--- config.mk ---
export PLATFORM = sky130hd
export DESIGN_NAME = cpuTop
export DESIGN_NICKNAME = d
export VERILOG_FILES = /design/src/common/cpuPkg.sv /design/src/design/cpuTop.sv /design/src/core/datapath.sv /design/src/core/controlUnit.sv /design/src/core/hazardUnit.sv /design/src/core/alu.sv /design/src/core/regFile.sv
export SDC_FILE = /design/constraint.sdc
export NUM_CORES = 1
export LEC_CHECK = 0
export BUFFER_PORTS_ARGS = -buffer_cell sky130_fd_sc_hd__buf_2
export CAP_MARGIN = 20
export CORE_UTILIZATION = 30
export CTS_CLUSTER_DIAMETER = 50
export DETAILED_ROUTE_END_ITERATION = 16
export PLACE_DENSITY = 0.41
export RECOVER_POWER = 100
export SYNTH_ARGS = -nofsm -noshare
export SYNTH_HDL_FRONTEND = slang
export SYNTH_HIERARCHICAL = 1
export SYNTH_SLANG_ARGS = --single-unit
--- constraint.sdc ---
create_clock -name clk -period 6.6 [get_ports clk]
set_input_delay 0.33 -clock clk [delete_from_list [all_inputs] [get_ports clk]]
set_output_delay 0.33 -clock clk [all_outputs]
set_load 0.005 [all_outputs]
--- src/common/cpuPkg.sv ---
`default_nettype none

package cpuPkg;

    localparam int wordSize = 16;

    // opcodes live in instr[15:12]
    localparam logic [3:0] opBne = 4'd0;
    localparam logic [3:0] opBeq = 4'd1;
    localparam logic [3:0] opAdi = 4'd4;
    localparam logic [3:0] opOri = 4'd5;
    localparam logic [3:0] opLhi = 4'd6;
    localparam logic [3:0] opLwd = 4'd7;
    localparam logic [3:0] opSwd = 4'd8;
    localparam logic [3:0] opJmp = 4'd9;
    localparam logic [3:0] opAlu = 4'd15;  // R-format, func picks the operation

    localparam logic [5:0] funcAdd = 6'd0;
    localparam logic [5:0] funcSub = 6'd1;
    localparam logic [5:0] funcAnd = 6'd2;
    localparam logic [5:0] funcOrr = 6'd3;
    localparam logic [5:0] funcWwd = 6'd28;
    localparam logic [5:0] funcHlt = 6'd29;

    // operand source selects from the hazard unit
    localparam logic [1:0] fwdReg   = 2'd0;
    localparam logic [1:0] fwdExMem = 2'd1;
    localparam logic [1:0] fwdMemWb = 2'd2;

    typedef enum logic [2:0] {aluAdd, aluSub, aluAnd, aluOr, aluLhi} aluOpT;

    typedef struct packed {
        logic [3:0] opcode;
        logic [1:0] rs;
        logic [1:0] rt;
        logic [1:0] rd;
        logic [5:0] func;
    } rFmtT;

    typedef struct packed {
        logic [3:0] opcode;
        logic [1:0] rs;
        logic [1:0] rt;
        logic [7:0] imm;
    } iFmtT;

    typedef struct packed {
        logic [3:0]  opcode;
        logic [11:0] target;
    } jFmtT;

    typedef union packed {
        rFmtT rFmt;
        iFmtT iFmt;
        jFmtT jFmt;
    } instrU;

    typedef struct packed {
        logic                regWrite;
        logic                aluSrcImm;
        aluOpT               aluOp;
        logic                memRead;
        logic                memWrite;
        logic                memToReg;
        logic                isBranch;
        logic                branchOnEqual;
        logic                isJump;
        logic                isWwd;
        logic                isHalt;
        logic [1:0]          destIdx;
        logic [wordSize-1:0] imm;      // jump target for JMP
    } ctrlT;

    typedef struct packed {
        logic                valid;
        ctrlT                ctrl;
        logic [1:0]          rs;
        logic [1:0]          rt;
        logic [wordSize-1:0] pc;
        logic [wordSize-1:0] dataA;
        logic [wordSize-1:0] dataB;
    } idExT;

    typedef struct packed {
        logic                valid;
        ctrlT                ctrl;
        logic [wordSize-1:0] result;
        logic [wordSize-1:0] storeData;
    } exMemT;

    typedef struct packed {
        logic                valid;
        ctrlT                ctrl;
        logic [wordSize-1:0] result;  // load data already selected
    } memWbT;

endpackage

`default_nettype wire
--- src/design/cpuTop.sv ---
`timescale 1ns/10ps
`default_nettype none

module cpuTop (
    input  logic                        clk,
    input  logic                        arstN,
    output logic                        instrRead,
    output logic [cpuPkg::wordSize-1:0] instrAddr,
    input  logic [cpuPkg::wordSize-1:0] instrData,
    output logic                        dataRead,
    output logic                        dataWrite,
    output logic [cpuPkg::wordSize-1:0] dataAddr,
    output logic [cpuPkg::wordSize-1:0] dataOut,
    input  logic [cpuPkg::wordSize-1:0] dataIn,
    output logic [cpuPkg::wordSize-1:0] outputPort,
    output logic                        wwdValid,
    output logic [cpuPkg::wordSize-1:0] numInst,
    output logic                        isHalted
);
    import cpuPkg::*;

    instrU decInstr;  // word held in the decode stage
    ctrlT  decCtrl;

    controlUnit u_controlUnit (
        .instr(decInstr),
        .ctrl (decCtrl)
    );

    datapath u_datapath (
        .clk       (clk),
        .arstN     (arstN),
        .instrData (instrData),
        .ctrl      (decCtrl),
        .decInstr  (decInstr),
        .instrRead (instrRead),
        .instrAddr (instrAddr),
        .dataRead  (dataRead),
        .dataWrite (dataWrite),
        .dataAddr  (dataAddr),
        .dataOut   (dataOut),
        .dataIn    (dataIn),
        .outputPort(outputPort),
        .wwdValid  (wwdValid),
        .numInst   (numInst),
        .isHalted  (isHalted)
    );

endmodule

`default_nettype wire

--- src/core/datapath.sv ---
`timescale 1ns/10ps
`default_nettype none

module datapath (
    input  logic                        clk,
    input  logic                        arstN,
    input  logic [cpuPkg::wordSize-1:0] instrData,
    input  cpuPkg::ctrlT                ctrl,
    output cpuPkg::instrU               decInstr,
    output logic                        instrRead,
    output logic [cpuPkg::wordSize-1:0] instrAddr,
    output logic                        dataRead,
    output logic                        dataWrite,
    output logic [cpuPkg::wordSize-1:0] dataAddr,
    output logic [cpuPkg::wordSize-1:0] dataOut,
    input  logic [cpuPkg::wordSize-1:0] dataIn,
    output logic [cpuPkg::wordSize-1:0] outputPort,
    output logic                        wwdValid,
    output logic [cpuPkg::wordSize-1:0] numInst,
    output logic                        isHalted
);
    import cpuPkg::*;

    logic [wordSize-1:0] pc;
    logic                ifIdValid;
    logic [wordSize-1:0] ifIdPc;
    instrU               ifIdInstr;
    idExT                idEx;
    exMemT               exMem;
    memWbT               memWb;
    logic [wordSize-1:0] rfDataA;
    logic [wordSize-1:0] rfDataB;
    logic [1:0]          fwdA;
    logic [1:0]          fwdB;
    logic                stall;
    logic                flush;
    logic                decUsesRt;
    logic [wordSize-1:0] opA;
    logic [wordSize-1:0] opBReg;
    logic [wordSize-1:0] aluB;
    logic [wordSize-1:0] aluResult;
    logic                aluEqual;
    logic                takeBranch;
    logic [wordSize-1:0] redirectPc;
    logic [wordSize-1:0] memResult;
    logic                haltNow;
    logic                frozen;

    function automatic logic [wordSize-1:0] fwdMux(input logic [1:0]          sel,
                                                   input logic [wordSize-1:0] regVal,
                                                   input logic [wordSize-1:0] exVal,
                                                   input logic [wordSize-1:0] wbVal);
        case (sel)
            fwdExMem: return exVal;
            fwdMemWb: return wbVal;
            default:  return regVal;
        endcase
    endfunction

    assign haltNow = memWb.valid && memWb.ctrl.isHalt;
    assign frozen = isHalted || haltNow;  // younger work is dropped behind HLT

    assign instrAddr = pc;
    assign instrRead = !isHalted && !stall;

    always_ff @(posedge clk or negedge arstN) begin
        if (!arstN) begin
            pc <= '0;
        end else if (!frozen) begin
            if (flush) begin
                pc <= redirectPc;
            end else if (!stall) begin
                pc <= pc + 1'b1;
            end
        end
    end

    always_ff @(posedge clk or negedge arstN) begin
        if (!arstN) begin
            ifIdValid <= 1'b0;
            ifIdPc <= '0;
            ifIdInstr <= '0;
        end else if (frozen || flush) begin
            ifIdValid <= 1'b0;
        end else if (!stall) begin
            ifIdValid <= 1'b1;
            ifIdPc <= pc;
            ifIdInstr <= instrData;
        end
    end

    assign decInstr = ifIdInstr;
    assign decUsesRt = !ctrl.aluSrcImm || ctrl.memWrite;  // R-format, branches, store data

    regFile u_regFile (
        .clk      (clk),
        .arstN    (arstN),
        .readA    (ifIdInstr.iFmt.rs),
        .readB    (ifIdInstr.iFmt.rt),
        .writeEn  (memWb.valid && memWb.ctrl.regWrite),
        .writeIdx (memWb.ctrl.destIdx),
        .writeData(memWb.result),
        .dataA    (rfDataA),
        .dataB    (rfDataB)
    );

    always_ff @(posedge clk or negedge arstN) begin
        if (!arstN) begin
            idEx <= '0;
        end else if (frozen || flush || stall) begin
            idEx <= '0;  // bubble
        end else begin
            idEx.valid <= ifIdValid;
            idEx.ctrl <= ctrl;
            idEx.rs <= ifIdInstr.iFmt.rs;
            idEx.rt <= ifIdInstr.iFmt.rt;
            idEx.pc <= ifIdPc;
            idEx.dataA <= rfDataA;
            idEx.dataB <= rfDataB;
        end
    end

    hazardUnit u_hazardUnit (
        .idEx      (idEx),
        .exMem     (exMem),
        .memWb     (memWb),
        .decRs     (ifIdInstr.iFmt.rs),
        .decRt     (ifIdInstr.iFmt.rt),
        .decUsesRt (decUsesRt),
        .takeBranch(takeBranch),
        .fwdA      (fwdA),
        .fwdB      (fwdB),
        .stall     (stall),
        .flush     (flush)
    );

    assign opA = fwdMux(fwdA, idEx.dataA, memResult, memWb.result);
    assign opBReg = fwdMux(fwdB, idEx.dataB, memResult, memWb.result);
    assign aluB = idEx.ctrl.aluSrcImm ? idEx.ctrl.imm : opBReg;

    alu u_alu (
        .opA   (opA),
        .opB   (aluB),
        .op    (idEx.ctrl.aluOp),
        .result(aluResult),
        .equal (aluEqual)
    );

    assign takeBranch = idEx.valid && (idEx.ctrl.isJump
                        || (idEx.ctrl.isBranch && aluEqual == idEx.ctrl.branchOnEqual));
    assign redirectPc = idEx.ctrl.isJump ? {idEx.pc[wordSize-1:12], idEx.ctrl.imm[11:0]}
                                         : idEx.pc + 1'b1 + idEx.ctrl.imm;

    always_ff @(posedge clk or negedge arstN) begin
        if (!arstN) begin
            exMem <= '0;
        end else if (frozen) begin
            exMem <= '0;
        end else begin
            exMem.valid <= idEx.valid;
            exMem.ctrl <= idEx.ctrl;
            exMem.result <= aluResult;
            exMem.storeData <= opBReg;
        end
    end

    // memory answers in the same cycle
    assign dataRead = exMem.valid && exMem.ctrl.memRead && !haltNow;
    assign dataWrite = exMem.valid && exMem.ctrl.memWrite && !haltNow;
    assign dataAddr = exMem.result;
    assign dataOut = exMem.storeData;
    assign memResult = exMem.ctrl.memToReg ? dataIn : exMem.result;

    always_ff @(posedge clk or negedge arstN) begin
        if (!arstN) begin
            memWb <= '0;
        end else if (frozen) begin
            memWb <= '0;
        end else begin
            memWb.valid <= exMem.valid;
            memWb.ctrl <= exMem.ctrl;
            memWb.result <= memResult;
        end
    end

    assign outputPort = memWb.result;
    assign wwdValid = memWb.valid && memWb.ctrl.isWwd;

    always_ff @(posedge clk or negedge arstN) begin
        if (!arstN) begin
            numInst <= '0;
            isHalted <= 1'b0;
        end else begin
            if (memWb.valid) begin
                numInst <= numInst + 1'b1;  // HLT counts too
            end
            if (haltNow) begin
                isHalted <= 1'b1;
            end
        end
    end

endmodule

`default_nettype wire

--- src/core/controlUnit.sv ---
`timescale 1ns/10ps
`default_nettype none

module controlUnit (
    input  cpuPkg::instrU instr,
    output cpuPkg::ctrlT  ctrl
);
    import cpuPkg::*;

    always_comb begin
        ctrl = '0;
        ctrl.aluOp = aluAdd;
        ctrl.destIdx = instr.iFmt.rt;
        ctrl.imm = {{(wordSize-8){instr.iFmt.imm[7]}}, instr.iFmt.imm};
        case (instr.rFmt.opcode)
            opAlu: begin
                ctrl.destIdx = instr.rFmt.rd;
                case (instr.rFmt.func)
                    funcAdd: ctrl.regWrite = 1'b1;
                    funcSub: begin
                        ctrl.regWrite = 1'b1;
                        ctrl.aluOp = aluSub;
                    end
                    funcAnd: begin
                        ctrl.regWrite = 1'b1;
                        ctrl.aluOp = aluAnd;
                    end
                    funcOrr: begin
                        ctrl.regWrite = 1'b1;
                        ctrl.aluOp = aluOr;
                    end
                    funcWwd: begin
                        ctrl.isWwd = 1'b1;
                        ctrl.aluSrcImm = 1'b1;  // rs + 0 carries the value out
                        ctrl.imm = '0;
                    end
                    funcHlt: begin
                        ctrl.isHalt = 1'b1;
                        ctrl.aluSrcImm = 1'b1;
                    end
                    default: ctrl.regWrite = 1'b0;  // unknown func runs as nop
                endcase
            end
            opAdi: begin
                ctrl.regWrite = 1'b1;
                ctrl.aluSrcImm = 1'b1;
            end
            opOri: begin
                ctrl.regWrite = 1'b1;
                ctrl.aluSrcImm = 1'b1;
                ctrl.aluOp = aluOr;
                ctrl.imm = {{(wordSize-8){1'b0}}, instr.iFmt.imm};  // zero extended
            end
            opLhi: begin
                ctrl.regWrite = 1'b1;
                ctrl.aluSrcImm = 1'b1;
                ctrl.aluOp = aluLhi;
                ctrl.imm = {instr.iFmt.imm, 8'h00};
            end
            opLwd: begin
                ctrl.regWrite = 1'b1;
                ctrl.aluSrcImm = 1'b1;
                ctrl.memRead = 1'b1;
                ctrl.memToReg = 1'b1;
            end
            opSwd: begin
                ctrl.aluSrcImm = 1'b1;
                ctrl.memWrite = 1'b1;
            end
            opBne: ctrl.isBranch = 1'b1;
            opBeq: begin
                ctrl.isBranch = 1'b1;
                ctrl.branchOnEqual = 1'b1;
            end
            opJmp: begin
                ctrl.isJump = 1'b1;
                ctrl.aluSrcImm = 1'b1;
                ctrl.imm = {{(wordSize-12){1'b0}}, instr.jFmt.target};
            end
            default: ctrl.regWrite = 1'b0;
        endcase
    end

endmodule

`default_nettype wire

--- src/core/hazardUnit.sv ---
`timescale 1ns/10ps
`default_nettype none

module hazardUnit (
    input  cpuPkg::idExT  idEx,
    input  cpuPkg::exMemT exMem,
    input  cpuPkg::memWbT memWb,
    input  logic [1:0]    decRs,
    input  logic [1:0]    decRt,
    input  logic          decUsesRt,
    input  logic          takeBranch,
    output logic [1:0]    fwdA,
    output logic [1:0]    fwdB,
    output logic          stall,
    output logic          flush
);
    import cpuPkg::*;

    logic loadUse;

    // the younger latch holds the newer value, so exMem wins
    function automatic logic [1:0] pickSource(input logic [1:0] srcIdx,
                                              input exMemT      em,
                                              input memWbT      mw);
        if (em.valid && em.ctrl.regWrite && em.ctrl.destIdx == srcIdx) begin
            return fwdExMem;
        end
        if (mw.valid && mw.ctrl.regWrite && mw.ctrl.destIdx == srcIdx) begin
            return fwdMemWb;
        end
        return fwdReg;
    endfunction

    assign fwdA = pickSource(idEx.rs, exMem, memWb);
    assign fwdB = pickSource(idEx.rt, exMem, memWb);

    assign loadUse = idEx.valid && idEx.ctrl.memRead
                     && (idEx.ctrl.destIdx == decRs
                         || (decUsesRt && idEx.ctrl.destIdx == decRt));

    assign flush = takeBranch;
    assign stall = loadUse && !takeBranch;  // a flush discards the waiting instruction

endmodule

`default_nettype wire

--- src/core/alu.sv ---
`timescale 1ns/10ps
`default_nettype none

module alu (
    input  logic [cpuPkg::wordSize-1:0] opA,
    input  logic [cpuPkg::wordSize-1:0] opB,
    input  cpuPkg::aluOpT               op,
    output logic [cpuPkg::wordSize-1:0] result,
    output logic                        equal
);
    import cpuPkg::*;

    always_comb begin
        case (op)
            aluAdd:  result = opA + opB;
            aluSub:  result = opA - opB;
            aluAnd:  result = opA & opB;
            aluOr:   result = opA | opB;
            aluLhi:  result = opB;       // immediate is already in the high byte
            default: result = opA + opB;
        endcase
    end

    // branch compare on the two register operands
    assign equal = (opA == opB);

endmodule

`default_nettype wire

--- src/core/regFile.sv ---
`timescale 1ns/10ps
`default_nettype none

module regFile (
    input  logic                        clk,
    input  logic                        arstN,
    input  logic [1:0]                  readA,
    input  logic [1:0]                  readB,
    input  logic                        writeEn,
    input  logic [1:0]                  writeIdx,
    input  logic [cpuPkg::wordSize-1:0] writeData,
    output logic [cpuPkg::wordSize-1:0] dataA,
    output logic [cpuPkg::wordSize-1:0] dataB
);
    import cpuPkg::*;

    logic [wordSize-1:0] regs [4];

    always_ff @(posedge clk or negedge arstN) begin
        if (!arstN) begin
            for (int i = 0; i < 4; i++) begin
                regs[i] <= '0;
            end
        end else if (writeEn) begin
            regs[writeIdx] <= writeData;
        end
    end

    // write-back value bypasses to decode in the same cycle
    assign dataA = (writeEn && writeIdx == readA) ? writeData : regs[readA];
    assign dataB = (writeEn && writeIdx == readB) ? writeData : regs[readB];

endmodule

`default_nettype wire

# Word level (Yosys, flattened, before mapping)
# Index checks and enable logic that the tools add are counted.
# op_classes
addsub,6
magnitude_cmp,4
n_eq_ne,33
mux,54
bitwise_logic,8
reduce_logical,42
# op_table
operator,count
16-bit two-way mux,13
16-bit case mux with 4 select lines,2
84-bit two-way mux,1
16-bit binary-select mux with 2-bit select,2
64-bit bitwise mux,1
64-bit two-way mux,1
16-bit case mux with 2 select lines,2
"16-bit by 1-bit adder with 16-bit output, second input constant",3
48-bit two-way mux,1
16-bit adder,2
16-bit demux with 2-bit select,1
1-bit logical AND,22
1-bit two-way mux,17
16-bit bitwise AND,1
16-bit == test,1
2-bit == test,8
"4-bit by 3-bit == test with 1-bit output, second input constant",4
2-bit two-way mux,8
16-bit OR,1
16-bit subtractor,1
"4-bit == test, second input constant",3
"6-bit by 2-bit == test with 1-bit output, second input constant",2
"6-bit by 5-bit == test with 1-bit output, second input constant",2
"3-bit >= comparator, second input constant",3
24 further kinds,45
# totals
regBits,300
input_bits,34
out_inout_bits,85

# Depth between registers and ports, before layout
# logic_depth
ltp_word,18
depth_mapped,30

# Hierarchy
# Netlist, hierarchy kept.
# modules_own_cells
module,instances,cells_each,area_each_um2,seq_area_each_um2
datapath,1,1013,11434.7,6556.3
regFile,1,219,3772.4,1601.5
alu,1,335,2354.8,0.0
controlUnit,1,64,521.8,0.0
hazardUnit,1,22,182.7,0.0

# Least setup slack after synthesis
# No wires, ideal clock.
# synth_timing
path_type,register -> register
start,"reg, netlist name u_datapath/exMem[48]"
end,reg u_datapath.pc[7] (netlist: u_datapath/instrAddr[7])
arrival_time_ps,5236
setup_slack_ps,1260
stages_incl_launch_ff,27
n_path_buf,4
path_cell_list,dfrtp_1 > xor2_1 > nor3_2 > nor4_2 > ha_1 > clkbuf_1 > clkbuf_1 > a22oi_1 > nor2_1 > a21oi_1 > o21ai_0 > inv_1 > ha_1 > buf_2 > nor4_1 > nand3_1 > nor4_1 > xnor2_1 > a21oi_1 > nor2b_1 > nor3_1 > inv_1 > o21ai_2 > buf_2 > nor2_1 > mux2_2 > a221oi_1
# synth_between
elab_chain_cells,16
# synth_rtl
element,line_no,text
2-bit == test (*),hazardUnit.sv:25,if (em.valid && em.ctrl.regWrite && em.ctrl.destIdx == srcIdx) begin
1-bit logical AND (*),hazardUnit.sv:25,
1-bit two-way mux (*),hazardUnit.sv:25,
2-bit two-way mux (*),hazardUnit.sv:28,if (mw.valid && mw.ctrl.regWrite && mw.ctrl.destIdx == srcIdx) begin
net u_datapath.fwdB[0],datapath.sv:34,logic [1:0] fwdB;
2-bit == test or 2-bit by 1-bit == test with 1-bit output (tied branches),datapath.sv:53,case (sel)
16-bit case mux with 2 select lines (*),datapath.sv:53,
16-bit two-way mux (*),datapath.sv:139,assign aluB = idEx.ctrl.aluSrcImm ? idEx.ctrl.imm : opBReg;
net u_datapath.aluB[12],datapath.sv:40,logic [wordSize-1:0] aluB;
(+1 left out),--,
net u_datapath.aluEqual,datapath.sv:42,logic aluEqual;
(+2 left out),--,
1-bit logical OR (*),datapath.sv:150,|| (idEx.ctrl.isBranch && aluEqual == idEx.ctrl.branchOnEqual));
1-bit logical AND (*),datapath.sv:149,assign takeBranch = idEx.valid && (idEx.ctrl.isJump
net u_datapath.takeBranch,datapath.sv:43,logic takeBranch;
1-bit logical NOT (*),hazardUnit.sv:42,assign stall = loadUse && !takeBranch;
1-bit logical AND (*),hazardUnit.sv:42,
net u_datapath.stall,datapath.sv:35,logic stall;
2-bit inequality test (no source line) (*),--,
2-bit AND reduction (no source line) (*),--,
"end signal, assigned",datapath.sv:71,pc <= redirectPc;
"end signal, assigned",datapath.sv:73,pc <= pc + 1'b1;
"end, declared",datapath.sv:24,logic [wordSize-1:0] pc;
# The timed path passes the listed nets; every way through them passes the cells marked *.
# A chain may end at the register's enable or synchronous reset.

# Worst setup path after layout
# layout_timing
start,"reg, netlist name u_datapath/exMem[49]"
end,reg u_datapath.ifIdPc[11]
# layout_between
elab_chain_cells,16
# layout_rtl
element,line_no,text
2-bit == test (*),hazardUnit.sv:25,
1-bit logical AND (*),hazardUnit.sv:25,
1-bit two-way mux (*),hazardUnit.sv:25,
2-bit two-way mux (*),hazardUnit.sv:28,
net u_datapath.fwdB[0],datapath.sv:34,
2-bit == test or 2-bit by 1-bit == test with 1-bit output (tied branches),datapath.sv:53,
16-bit case mux with 2 select lines (*),datapath.sv:53,
16-bit two-way mux (*),datapath.sv:139,
net u_datapath.aluB[12],datapath.sv:40,
(+1 left out),--,
net u_datapath.aluEqual,datapath.sv:42,
(+2 left out),--,
1-bit logical OR (*),datapath.sv:150,
1-bit logical AND (*),datapath.sv:149,
net u_datapath.takeBranch,datapath.sv:43,
1-bit logical NOT (*),hazardUnit.sv:42,
1-bit logical AND (*),hazardUnit.sv:42,
net u_datapath.stall,datapath.sv:35,
1-bit inverter (no source line) (*),--,
2-bit AND reduction (no source line) (*),--,
"end signal, assigned",datapath.sv:87,ifIdPc <= pc;
"end, declared",datapath.sv:26,logic [wordSize-1:0] ifIdPc;
# Marked as above.

==> metrics.log <==
INFO  metric r2r.worst_path.cells = 21
INFO  metric layout.cells.most_common = sky130_fd_sc_hd__dfrtp_1
INFO  metric power_frac_clock = between 20% and 30%
INFO  metric tightest_slew = ~3.2 ns
INFO  metric top_level_i_o_count = between 100 and 150
INFO  metric grt_setup_unrepaired = no
INFO  metric final.setup.worst_slack = 0.526 ns
INFO  metric clk-insertion-delay-late = about 0.56 ns
INFO  metric hold_class = input port to flip-flop
INFO  metric power-per-cell-area = between 500 and 600 nW/µm²
INFO  metric die_w = 238 µm
INFO  metric start_util = 30.4%
INFO  metric num_vias = around 12000
INFO  metric pin_count_of_the_biggest_net_entering_global_routing = 156
INFO  metric drc_errors = 0
INFO  metric power.switching = around 4700 µW
INFO  metric route.antenna.remaining_nets = 0
INFO  metric hold_violations = 0
INFO  metric mostFrequentLayoutCells = sky130_fd_sc_hd__dfrtp_1, sky130_fd_sc_hd__mux2_2, sky130_fd_sc_hd__nand2_1
INFO  metric via_per_inst = between 5 and 6
INFO  metric htree_levels = 2
INFO  metric irDropWorstVdd = ~0.00019 V
INFO  metric grt_usage = 18.0%
INFO  metric clock_slew_at_the_register_clock_pins_of_the_worst_setup_and_hold_paths = 0.06 ns
INFO  metric setup_violations = 0
INFO  metric syn2layout_area_growth = 13.6%
INFO  metric post_synth_instance_area = around 17000 µm²
INFO  metric num-nets-final = approximately 1700
INFO  metric critPathCaptureType = flip-flop
INFO  metric flop2flop_setup_slack = 0.53 ns
INFO  metric syn_area_per_cell = between 10 and 15 µm²
INFO  metric yosysWarnings = 6
INFO  metric globalplace.congestion = 0.883
INFO  metric max-cap-violations = 3
INFO  metric total_of_fill_cells_in_the_finished_design = 5674
INFO  metric regToRegStartpoint = u_datapath/exMem[49]
INFO  metric final.period_utilization = 92.0%
INFO  metric slew_viol_final = roughly 340
INFO  metric cts_post_setup_buffers_inserted = 0
INFO  metric post-route-min-period = a little over 6 ns
INFO  metric floorplan.die.height = 238 µm
INFO  metric drt-wirelength-per-cell = between 20 and 25 µm
INFO  metric worst-path-max-fanout = 16
INFO  metric setup.worst_path.class = flip-flop to flip-flop
INFO  metric die-area = between 50000 and 60000 µm²
INFO  metric netSwitchingFraction = approximately 43%
INFO  metric cts_made_buffers = between 40 and 50
INFO  metric clk_path_buf_depth = 3
INFO  metric cp_data_required_time = 7.04 ns
INFO  metric clockRootBuffer = sky130_fd_sc_hd__clkbuf_16
INFO  metric violations = capacitance limit, slew limit
INFO  metric post-layout-total-power = between 10000 and 15000 µW
INFO  metric n_antenna_cell = 0
INFO  metric totalWireLength = 50800 µm
INFO  metric fp-row-count = 86
INFO  metric first_pass_iters = 5
INFO  metric grt_pass1_vias = approximately 12000
INFO  metric hold_slack = 0.0385 ns
INFO  metric cp_data_arrival_time = 6.51 ns
INFO  metric final_layout_size_suffix_gt1_share = 23.6%
INFO  metric power_frac_seq = approximately 30%
INFO  metric tritoncts_num_sinks = 277
INFO  metric grt.overflow.total = 0
INFO  metric numPortBuffers = approximately 120
INFO  metric total_negative_setup_slack = 0 ns
INFO  metric outcome = finished with violations
INFO  metric tritoncts = done
INFO  metric fin_skew = ~0.016 ns
INFO  metric power_frac_comb = 49.4%
INFO  metric syn_inst = between 1500 and 2000
INFO  metric critPathCapture = u_datapath/ifIdPc[11]
INFO  metric p_leak = 0.00825 µW
INFO  metric slew_headroom = -113%
INFO  metric synthesis.nets = 1659
INFO  metric critPathLaunch = u_datapath/exMem[49]
INFO  metric max_freq = roughly 160 MHz
INFO  metric dp_hpwl = 35900 µm
INFO  metric core_region_area = approximately 55000 µm²
INFO  metric worstReg2RegEnd = u_datapath/ifIdPc[11]
INFO  metric placement.setup.worst_slack = 0.401 ns
INFO  metric detail_route.iter0.violations = just under 800
INFO  metric wire_length_of_the_first_global_routing_pass = around 78000 µm
INFO  metric internal_power = between 6000 and 7000 µW
INFO  metric grt_antenna_before_repair = 0
INFO  metric worstSetupStartpointType = flip-flop
[per-layer routing]
metal | vias up | global-route usage (%) | part of all wire, %
met4 | 0 | 5.01 | 2.3
met2 | 316 | 27.8 | 45
met3 | 69 | 2.82 | 4.7
met5 | - | 0 | 0
li1 | 5588 | - | -
met1 | 6101 | 25.9 | 48
[flip-flops by register name (all words and copies together), names as in the netlist]
name / cells
u_datapath/idEx: 84
u_datapath/u_regFile/regs: 64
u_datapath/dataAddr: 16
u_datapath/dataOut: 16
u_datapath/decInstr: 16
u_datapath/ifIdPc: 16
u_datapath/instrAddr: 16
u_datapath/numInst: 16
u_datapath/outputPort: 16
u_datapath/exMem: 9
u_datapath/memWb: 6
u_datapath/ifIdValid: 1
u_datapath/isHalted: 1
[per-stage QoR]
stage | util [%] | cells | cell area [µm²]
final | 34.5 | 2387 | 19000
after detailed placement | 31.9 | 2296 | 17600
after floorplan | - | 1554 | 16700
after global routing | 34.5 | 2387 | 19000
after CTS | 34.7 | 2387 | 19100
after global placement | 31.9 | 2296 | 17600
[area by class of cell]
| cell class | count | area (µm²) | share of cell area [%] |
|---|---|---|---|
| Tap cell | 748 | 936 | 4.92 |
| Clock buffer | 53 | 1180 | 6.23 |
| Clock inverter | 24 | 258 | 1.36 |
| Multi-Input combinational cell | 1064 | 8600 | 45.3 |
| Sequential cell | 277 | 6930 | 36.5 |
| Timing Repair Buffer | 158 | 860 | 4.52 |
| Inverter | 63 | 236 | 1.24 |
[worst min path at each step]
stage                                    to  depth (start not counted)                start  slack, ns
floorplan            u_datapath/dataAddr[0]                          0                arstN       0.03
global placement       u_datapath/exMem[50]                          1  u_datapath/idEx[70]       0.43
detailed placement     u_datapath/exMem[50]                          1  u_datapath/idEx[70]       0.43
CTS                  u_datapath/decInstr[7]                          2         instrData[7]     0.0008
global route         u_datapath/decInstr[7]                          2         instrData[7]       0.01
finish              u_datapath/decInstr[10]                          2        instrData[10]       0.04
[worst max-delay path, cell delays in order, from the launching register on]
cell	delay, ns
sky130_fd_sc_hd__dfrtp_1	0.41
sky130_fd_sc_hd__xor2_1	0.21
sky130_fd_sc_hd__nor3_2	0.08
sky130_fd_sc_hd__nor4_2	0.34
sky130_fd_sc_hd__ha_1	0.47
sky130_fd_sc_hd__clkbuf_1	0.25
sky130_fd_sc_hd__nor2_1	0.14
sky130_fd_sc_hd__a21oi_1	0.06
sky130_fd_sc_hd__o21ai_0	0.38
sky130_fd_sc_hd__inv_1	0.13
sky130_fd_sc_hd__ha_1	0.43
sky130_fd_sc_hd__nor4_1	0.46
sky130_fd_sc_hd__nand3_1	0.23
sky130_fd_sc_hd__nor4_2	0.35
sky130_fd_sc_hd__xnor2_1	0.18
sky130_fd_sc_hd__a21oi_1	0.09
sky130_fd_sc_hd__nor2b_1	0.17
sky130_fd_sc_hd__nor3_1	0.09
sky130_fd_sc_hd__clkbuf_1	0.22
sky130_fd_sc_hd__nor3_4	0.30
sky130_fd_sc_hd__clkbuf_1	0.54
sky130_fd_sc_hd__mux2_2	0.41
[repair_timing]
item | in CTS | in global routing
hold buffers | 14 | 0
hold endpoints to repair | 135 | 0
setup endpoints to repair | 0 | 3
gates resized for setup | 0 | 1
[power by group through the flow]
stage               clock network (µW)  registers (µW)  logic, µW
detailed placement                   0            3310       5490
global placement                     0            3300       5500
CTS                               2360            3290       5530
global route                      2430            3390       5980
finish                            2280            3270       5430
floorplan                            0            2860       4360
Note: power is estimated with default switching activity, not from simulation.
